**config.mk**
```make
export PLATFORM = sky130hd
export DESIGN_NAME = alu_slice_top
export DESIGN_NICKNAME = d
export VERILOG_FILES = /design/src/isa_pkg.sv /design/src/pipe_pkg.sv /design/src/stage_if.sv /design/src/instr_queue.sv /design/src/decode_stage.sv /design/src/id_ex_reg.sv /design/src/execute_stage.sv /design/src/result_sender.sv /design/src/alu_slice_top.sv
export SDC_FILE = /design/constraint.sdc
export NUM_CORES = 2
export LEC_CHECK = 0
export BUFFER_PORTS_ARGS = -buffer_cell sky130_fd_sc_hd__buf_2
export CORE_MARGIN = 2
export CORE_UTILIZATION = 41
export DETAILED_ROUTE_END_ITERATION = 8
export GPL_TIMING_DRIVEN = 0
export SYNTH_ARGS = -nofsm -noshare
export SYNTH_HDL_FRONTEND = slang
export SYNTH_SLANG_ARGS = --single-unit
export TNS_END_PERCENT = 50
```
**constraint.sdc**
```tcl
create_clock -name i_clock -period 7 [get_ports i_clock]
set_input_delay 1.75 -clock i_clock [delete_from_list [all_inputs] [get_ports i_clock]]
set_output_delay 1.75 -clock i_clock [all_outputs]
set_load 0.005 [all_outputs]
```
**src/isa_pkg.sv**
```systemverilog
`default_nettype none

package isa_pkg;

    localparam int XLEN    = 32;
    localparam int REG_W   = 5;
    localparam int SHAMT_W = $clog2(XLEN);
    localparam int IMM_W   = 16;

    // primary opcode, instr[31:26]
    typedef enum logic [5:0] {
        OP_RTYPE = 6'h00,
        OP_ADDI  = 6'h08,
        OP_ANDI  = 6'h0c,
        OP_ORI   = 6'h0d,
        OP_LUI   = 6'h0f
    } opcode_e;

    // r-type function code, instr[5:0]
    typedef enum logic [5:0] {
        F_SLL = 6'h00,
        F_SRL = 6'h02,
        F_ADD = 6'h20,
        F_SUB = 6'h22,
        F_AND = 6'h24,
        F_OR  = 6'h25,
        F_XOR = 6'h26,
        F_SLT = 6'h2a
    } funct_e;

    typedef enum logic [3:0] {
        ALU_ADD, ALU_SUB, ALU_AND, ALU_OR, ALU_XOR,
        ALU_SLT, ALU_SLL, ALU_SRL, ALU_LUI
    } alu_op_e;

endpackage

`default_nettype wire

```
**src/pipe_pkg.sv**
```systemverilog
`default_nettype none

package pipe_pkg;

    // queue entries, also the credits the instruction source starts with
    localparam int unsigned QUEUE_DEPTH    = 4;
    localparam int unsigned QUEUE_PTR_W    = $clog2(QUEUE_DEPTH);

    // credits granted by the result consumer out of reset
    localparam int unsigned RESULT_CREDITS = 2;

    // wide enough for 0..QUEUE_DEPTH and 0..RESULT_CREDITS
    localparam int unsigned CREDIT_W       = 3;

endpackage

`default_nettype wire

```
**src/stage_if.sv**
```systemverilog
`timescale 1ns/1ps
`default_nettype none

interface stage_if
    import isa_pkg::*;
();

    logic               valid;
    alu_op_e            alu_op;
    logic [XLEN-1:0]    operand_a;
    logic [XLEN-1:0]    operand_b;  // rt value or extended immediate
    logic [SHAMT_W-1:0] shamt;
    logic [REG_W-1:0]   rd;
    logic               reg_write;

    modport producer (
        output valid, alu_op, operand_a, operand_b, shamt, rd, reg_write
    );

    modport consumer (
        input valid, alu_op, operand_a, operand_b, shamt, rd, reg_write
    );

endinterface

`default_nettype wire

```
**src/instr_queue.sv**
```systemverilog
`timescale 1ns/1ps
`default_nettype none

module instr_queue
    import isa_pkg::*;
    import pipe_pkg::*;
(
    input  logic            i_clock,
    input  logic            i_reset,
    input  logic            i_instr_valid,
    input  logic [XLEN-1:0] i_instr,
    input  logic            advance,
    output logic            head_valid,
    output logic [XLEN-1:0] head_instr,
    output logic            o_instr_credit
);

    logic [XLEN-1:0]        mem [QUEUE_DEPTH];
    logic [QUEUE_PTR_W-1:0] wr_ptr;
    logic [QUEUE_PTR_W-1:0] rd_ptr;
    logic [CREDIT_W-1:0]    count;
    logic                   pop;

    assign head_valid = (count != '0);
    assign head_instr = mem[rd_ptr];
    assign pop        = advance && head_valid;

    // source only pushes while holding a credit, so no full check
    always_ff @(posedge i_clock) begin
        if (i_reset) begin
            wr_ptr         <= '0;
            rd_ptr         <= '0;
            count          <= '0;
            o_instr_credit <= 1'b0;
        end else begin
            if (i_instr_valid)
                wr_ptr <= wr_ptr + 1'b1;  // wraps at depth
            if (pop)
                rd_ptr <= rd_ptr + 1'b1;
            count          <= count + CREDIT_W'(i_instr_valid) - CREDIT_W'(pop);
            o_instr_credit <= pop;  // one credit back per pop
        end
    end

    always_ff @(posedge i_clock) begin
        if (i_instr_valid)
            mem[wr_ptr] <= i_instr;
    end

endmodule

`default_nettype wire

```
**src/decode_stage.sv**
```systemverilog
`timescale 1ns/1ps
`default_nettype none

module decode_stage
    import isa_pkg::*;
(
    input  logic             i_clock,
    input  logic             i_reset,
    input  logic             head_valid,
    input  logic [XLEN-1:0]  head_instr,
    input  logic             wb_en,
    input  logic [REG_W-1:0] wb_rd,
    input  logic [XLEN-1:0]  wb_data,
    stage_if.consumer        fwd,
    input  logic [XLEN-1:0]  fwd_result,
    stage_if.producer        dec
);

    logic [XLEN-1:0]  regs [2**REG_W];
    opcode_e          opcode;
    funct_e           funct;
    logic [REG_W-1:0] rs;
    logic [REG_W-1:0] rt;
    logic [REG_W-1:0] rd;
    logic [IMM_W-1:0] imm16;
    logic [XLEN-1:0]  rs_val;
    logic [XLEN-1:0]  rt_val;
    logic [XLEN-1:0]  imm_ext;
    logic             fwd_ok;
    logic             known;
    logic             use_imm;
    alu_op_e          op;

    assign opcode = opcode_e'(head_instr[31:26]);
    assign funct  = funct_e'(head_instr[5:0]);
    assign rs     = head_instr[25:21];
    assign rt     = head_instr[20:16];
    assign rd     = head_instr[15:11];
    assign imm16  = head_instr[IMM_W-1:0];

    // write-back lands on the same edge this stage is captured
    always_ff @(posedge i_clock) begin
        if (i_reset) begin
            for (int i = 0; i < 2**REG_W; i++)
                regs[i] <= '0;
        end else if (wb_en) begin
            regs[wb_rd] <= wb_data;  // sender never enables rd 0
        end
    end

    // execute result overrides the register file
    assign fwd_ok = fwd.valid && fwd.reg_write && (fwd.rd != '0);
    assign rs_val = (rs == '0) ? '0 : (fwd_ok && fwd.rd == rs) ? fwd_result : regs[rs];
    assign rt_val = (rt == '0) ? '0 : (fwd_ok && fwd.rd == rt) ? fwd_result : regs[rt];

    always_comb begin
        known   = 1'b1;
        use_imm = 1'b1;
        op      = ALU_ADD;
        imm_ext = {{(XLEN-IMM_W){imm16[IMM_W-1]}}, imm16};  // addi
        case (opcode)
            OP_RTYPE: begin
                use_imm = 1'b0;
                case (funct)
                    F_ADD:   op = ALU_ADD;
                    F_SUB:   op = ALU_SUB;
                    F_AND:   op = ALU_AND;
                    F_OR:    op = ALU_OR;
                    F_XOR:   op = ALU_XOR;
                    F_SLT:   op = ALU_SLT;
                    F_SLL:   op = ALU_SLL;
                    F_SRL:   op = ALU_SRL;
                    default: known = 1'b0;
                endcase
            end
            OP_ADDI: op = ALU_ADD;
            OP_ANDI: begin
                op      = ALU_AND;
                imm_ext = {{(XLEN-IMM_W){1'b0}}, imm16};
            end
            OP_ORI: begin
                op      = ALU_OR;
                imm_ext = {{(XLEN-IMM_W){1'b0}}, imm16};
            end
            OP_LUI: begin
                op      = ALU_LUI;
                imm_ext = {{(XLEN-IMM_W){1'b0}}, imm16};
            end
            default: known = 1'b0;
        endcase
    end

    assign dec.valid     = head_valid && known;  // unknown encodings become bubbles
    assign dec.alu_op    = op;
    assign dec.operand_a = rs_val;
    assign dec.operand_b = use_imm ? imm_ext : rt_val;
    assign dec.shamt     = head_instr[10:6];
    assign dec.rd        = use_imm ? rt : rd;
    assign dec.reg_write = known;

endmodule

`default_nettype wire

```
**src/id_ex_reg.sv**
```systemverilog
`timescale 1ns/1ps
`default_nettype none

module id_ex_reg (
    input  logic      i_clock,
    input  logic      i_reset,
    input  logic      advance,
    stage_if.consumer dec,
    stage_if.producer ex
);

    // control bits
    always_ff @(posedge i_clock) begin
        if (i_reset) begin
            ex.valid     <= 1'b0;
            ex.reg_write <= 1'b0;
        end else if (advance) begin
            ex.valid     <= dec.valid;
            ex.reg_write <= dec.reg_write && dec.valid;  // bubbles never write
        end
    end

    // payload, held while the pipe is stalled
    always_ff @(posedge i_clock) begin
        if (advance) begin
            ex.alu_op    <= dec.alu_op;
            ex.operand_a <= dec.operand_a;
            ex.operand_b <= dec.operand_b;
            ex.shamt     <= dec.shamt;
            ex.rd        <= dec.rd;
        end
    end

endmodule

`default_nettype wire

```
**src/execute_stage.sv**
```systemverilog
`timescale 1ns/1ps
`default_nettype none

module execute_stage
    import isa_pkg::*;
(
    stage_if.consumer       ex,
    output logic [XLEN-1:0] result
);

    logic signed [XLEN-1:0] a_s;
    logic signed [XLEN-1:0] b_s;

    assign a_s = ex.operand_a;
    assign b_s = ex.operand_b;

    always_comb begin
        case (ex.alu_op)
            ALU_ADD: result = ex.operand_a + ex.operand_b;  // wraps
            ALU_SUB: result = ex.operand_a - ex.operand_b;
            ALU_AND: result = ex.operand_a & ex.operand_b;
            ALU_OR:  result = ex.operand_a | ex.operand_b;
            ALU_XOR: result = ex.operand_a ^ ex.operand_b;
            ALU_SLT: result = {{(XLEN-1){1'b0}}, (a_s < b_s)};
            // shifts act on rt, which decode puts in operand_b
            ALU_SLL: result = ex.operand_b << ex.shamt;
            ALU_SRL: result = ex.operand_b >> ex.shamt;
            ALU_LUI: result = {ex.operand_b[IMM_W-1:0], {(XLEN-IMM_W){1'b0}}};
            default: result = '0;
        endcase
    end

endmodule

`default_nettype wire

```
**src/result_sender.sv**
```systemverilog
`timescale 1ns/1ps
`default_nettype none

module result_sender
    import isa_pkg::*;
    import pipe_pkg::*;
(
    input  logic             i_clock,
    input  logic             i_reset,
    stage_if.consumer        ex,
    input  logic [XLEN-1:0]  result,
    input  logic             i_result_credit,
    output logic             advance,
    output logic             wb_en,
    output logic [REG_W-1:0] wb_rd,
    output logic [XLEN-1:0]  wb_data,
    output logic             o_result_valid,
    output logic [REG_W-1:0] o_result_rd,
    output logic [XLEN-1:0]  o_result_data
);

    logic [CREDIT_W-1:0] credits;
    logic                send;

    // stall only when a result is waiting and no credit is left
    assign advance = !(ex.valid && credits == '0);
    assign send    = advance && ex.valid;

    assign wb_en   = send && ex.reg_write && (ex.rd != '0);
    assign wb_rd   = ex.rd;
    assign wb_data = result;

    always_ff @(posedge i_clock) begin
        if (i_reset) begin
            credits        <= CREDIT_W'(RESULT_CREDITS);
            o_result_valid <= 1'b0;
        end else begin
            credits        <= credits - CREDIT_W'(send) + CREDIT_W'(i_result_credit);
            o_result_valid <= send;
        end
    end

    always_ff @(posedge i_clock) begin
        if (send) begin
            o_result_rd   <= ex.rd;
            o_result_data <= result;
        end
    end

endmodule

`default_nettype wire

```
**src/alu_slice_top.sv**
```systemverilog
`timescale 1ns/1ps
`default_nettype none

module alu_slice_top
    import isa_pkg::*;
(
    input  logic             i_clock,
    input  logic             i_reset,
    input  logic             i_instr_valid,
    input  logic [XLEN-1:0]  i_instr,
    output logic             o_instr_credit,
    output logic             o_result_valid,
    output logic [REG_W-1:0] o_result_rd,
    output logic [XLEN-1:0]  o_result_data,
    input  logic             i_result_credit
);

    logic             advance;
    logic             head_valid;
    logic [XLEN-1:0]  head_instr;
    logic             wb_en;
    logic [REG_W-1:0] wb_rd;
    logic [XLEN-1:0]  wb_data;
    logic [XLEN-1:0]  ex_result;

    stage_if dec_bus ();  // decode -> id_ex_reg
    stage_if ex_bus ();   // id_ex_reg -> execute, sender, forwarding

    instr_queue u_queue (
        .i_clock, .i_reset, .i_instr_valid, .i_instr, .advance,
        .head_valid, .head_instr, .o_instr_credit
    );

    decode_stage u_decode (
        .i_clock, .i_reset, .head_valid, .head_instr,
        .wb_en, .wb_rd, .wb_data,
        .fwd(ex_bus), .fwd_result(ex_result), .dec(dec_bus)
    );

    id_ex_reg u_id_ex (.i_clock, .i_reset, .advance, .dec(dec_bus), .ex(ex_bus));

    execute_stage u_execute (.ex(ex_bus), .result(ex_result));

    result_sender u_sender (
        .i_clock, .i_reset, .ex(ex_bus), .result(ex_result), .i_result_credit,
        .advance, .wb_en, .wb_rd, .wb_data,
        .o_result_valid, .o_result_rd, .o_result_data
    );

endmodule

`default_nettype wire

```
==> flow_summary.ini <==
[grt]
grt_max_degree = 73
antenna_found_initial = 20
grt_overflow = 0
grt_pass1_vias = 53006
grt_usage_pct = 33.2
grt_pass1_wl_um = 411000

[final_layout]
final_cell_mix = edfxtp_1, nor2_1, mux4_2
drive_above_1_share_pct = 19.6
final_design_area_no_fill_mm2 = 0.0803
nets = 5952
syn_to_final_growth_pct = 12.4
stdcell_count = 8241
n_fill_cell = 15803
final_common_cell = edfxtp_1

[synth]
yosys.area.top_type_share_pct = 53.3
synth_area_leaders = edfxtp_1, mux4_2, nor2_1, a211oi_1, clkbuf_1
syn-mean-instance-area_um2 = 12.9
synth_cells = 5517
ys_seq_area_share_pct = 53.7
ys_warn_count = 0
synth-seq-cells = 1282
synth_top_area_cell = edfxtp_1
synth-edff-count = 1267
async_reset_ff_share_pct = 0
synth.distinct_cells = 98
syn-cell-area_mm2 = 0.0714
synthFlopType = edfxtp_1

[run_status]
status = finished, violations left
violations = capacitance limit, slew limit

[die]
pin_count = 75
core_mm2 = 0.173
initial_core_util_pct = 41.2
fp.dieH_um = 421
die_w_um = 421
die_area_mm2 = 0.178
num_rows = 153

[timing]
tightest_slew_ps = 1760
min_period_over_period_pct = 99.3
fin_crit_ps = 6950
drv_slew = 73
fmax_ghz = 0.144
finalHoldViolations = 0
rsz0062_at_grt = no
setup_viol = 0
worst_slack_ps = 46.3
maxSlewHeadroom_pct = -17.5
skew_ps = 32.4

[clock_tree]
cts_hold_buffers = 0
h-tree-depth = 4
root_buffer = clkbuf_16
cts_made_buffers = 137
tritoncts = yes
cts_buffer_depth = 3
clock-sinks = 1282
cts.clk_slew.worst_paths_ps = 60
clk_latency_ps = 820
cts_resized = 0
cts_setup_buffers = 0

[place]
place_area_mm2 = 0.0758
io_buffers = 73
dp_slack_ps = 596
placed_cells = 7992
dp_hpwl_um = 222000
gp_congestion = 1.04

[power]
p_leak_nw = 28.6
p_total_mw = 42.6
power.density_mw_per_mm2 = 530
vdd.ir_drop.worst_mv = 0.267

[detailed_routing]
drc = 0
first_iter_violations = 8771
drt_first_pass_iters = 6
vias = 54619
ant_nets = 0
drt-wirelength-per-cell_um = 36.5
drt-total-wl_um = 301000
viasPerCell = 6.63

[worst_setup_path]
critPathMaxStageDelay_ps = 1350
crit_fanout = 10
cp-end-kind = flop
cp.arrival_ps = 7520
cp-start-kind = flop
critical_path_class = flop to flop
path_cells = clkbuf_1, buf_2, buf_2, mux4_2, clkbuf_1, buf_1, clkbuf_1, a211oi_1, a211oi_1, o21ai_0, o21ai_0
cp_num_buf_inv = 6
critical_path.most_common_cell = clkbuf_1
crit_required_ps = 7570
slowest_stage = clkbuf_1
critPathTopFamily = buffers and inverters

[flow_run]
maxCapViolations = 11

[min_path]
worstHoldPathType = flop to flop
min_from = u_id_ex.ex.rd[3]
worst reg2reg max path: stages, from the launching register on:
cell and delay [ps]:
dfxtp_1 300, clkbuf_1 390, buf_2 370, buf_2 370, mux4_2 430, clkbuf_1 650
buf_1 980, clkbuf_1 1360, a211oi_1 280, a211oi_1 1210, o21ai_0 170, o21ai_0 220
layer usage:
metal	part of all wire (%)	routed length, um	vias up	track usage, %
met2	44	134000	4326	50.8
met4	7.5	22600	18	20.3
met5	0.090	272	-	0.108
met1	34	103000	27558	40.4
li1	-	-	21700	-
met3	14	41400	1017	11.4
cells in the mapped netlist (11+ instances only):
cell / count
a211oi_1: 218
o21a_1: 13
nand4_1: 14
a21o_1: 18
nand2b_1: 44
and2_1: 63
nor3_1: 54
nand2_1: 305
inv_1: 138
nor2_2: 19
buf_2: 114
or3_1: 11
ha_1: 104
and3_1: 11
clkbuf_1: 372
o211ai_1: 32
o21ai_0: 125
nand3_1: 33
o22ai_1: 20
xnor2_1: 15
mux2i_1: 112
o31ai_1: 11
mux2_2: 23
nor2_1: 1109
a221o_1: 14
nor2b_1: 92
a21oi_1: 180
dfxtp_1: 15
a31oi_1: 43
edfxtp_1: 1267
buf_1: 50
a221oi_1: 16
a22oi_1: 17
o221ai_1: 49
o21bai_1: 15
mux4_2: 595
a311oi_1: 33
path summary, 6_finish.rpt:
kind,to,slack (ps),cells past startpoint
max,u_id_ex.ex.operand_a[8],50,11
min,u_sender.o_result_rd[3],470,0
max reg2reg,u_id_ex.ex.operand_a[8],50,11
min reg2reg,u_sender.o_result_rd[3],470,0
power breakdown:
part	leakage (nW)	total, mW	internal, mW	switching [mW]
logic	13.5	25.2	7.30	17.9
clock network	2.11	7.27	4.06	3.21
registers	13.0	10.1	9.19	0.873
total	28.6	42.6	20.5	22.0
stage by stage:
step,setup TNS [ps],utilization (%),hold WS (ps)
3_5_place_dp,0,43.7,459
3_3_place_gp,-1466690,43.1,442
4_1_cts,0,46.2,473
5_1_grt,0,46.3,477
2_1_floorplan,0,-,424
6_report,0,46.3,474
cells by family after synthesis:
family	synth area share [%]
other cells	0.00525
mux	20.8
buf+inv	3.85
xor+xnor	0.233
flops	53.7
simple gates	10.8
fa+ha+maj	1.93
compound gates	8.67
cell type report:
type | count | area [um2] | share of cell area, %
plain buffers | 542 | 2230 | 2.78
inverters | 141 | 529 | 0.659
flip-flops and latches | 1282 | 38300 | 47.8
clock inverters | 70 | 679 | 0.846
multi-input cells | 3583 | 30700 | 38.2
clock buffers | 172 | 3660 | 4.56
well taps | 2325 | 2910 | 3.62
diodes | 5 | 12.5 | 0.0156
repair buffers | 121 | 1210 | 1.51
sequential cells by signal, summed over array words and instances (netlist names), 3 cells and up, named ones only:
| register | cells |
|---|---|
| u_id_ex.ex.rd | 5 |
| u_decode.regs | 1024 |
| u_id_ex.ex.shamt | 5 |
| u_queue.count | 3 |
| u_sender.o_result_data | 32 |
| u_queue.mem | 128 |
| u_sender.credits | 3 |
| u_id_ex.ex.alu_op | 4 |
| u_id_ex.ex.operand_b | 32 |
| u_id_ex.ex.operand_a | 32 |
| u_sender.o_result_rd | 5 |
Power figures use the tool's default switching activity.
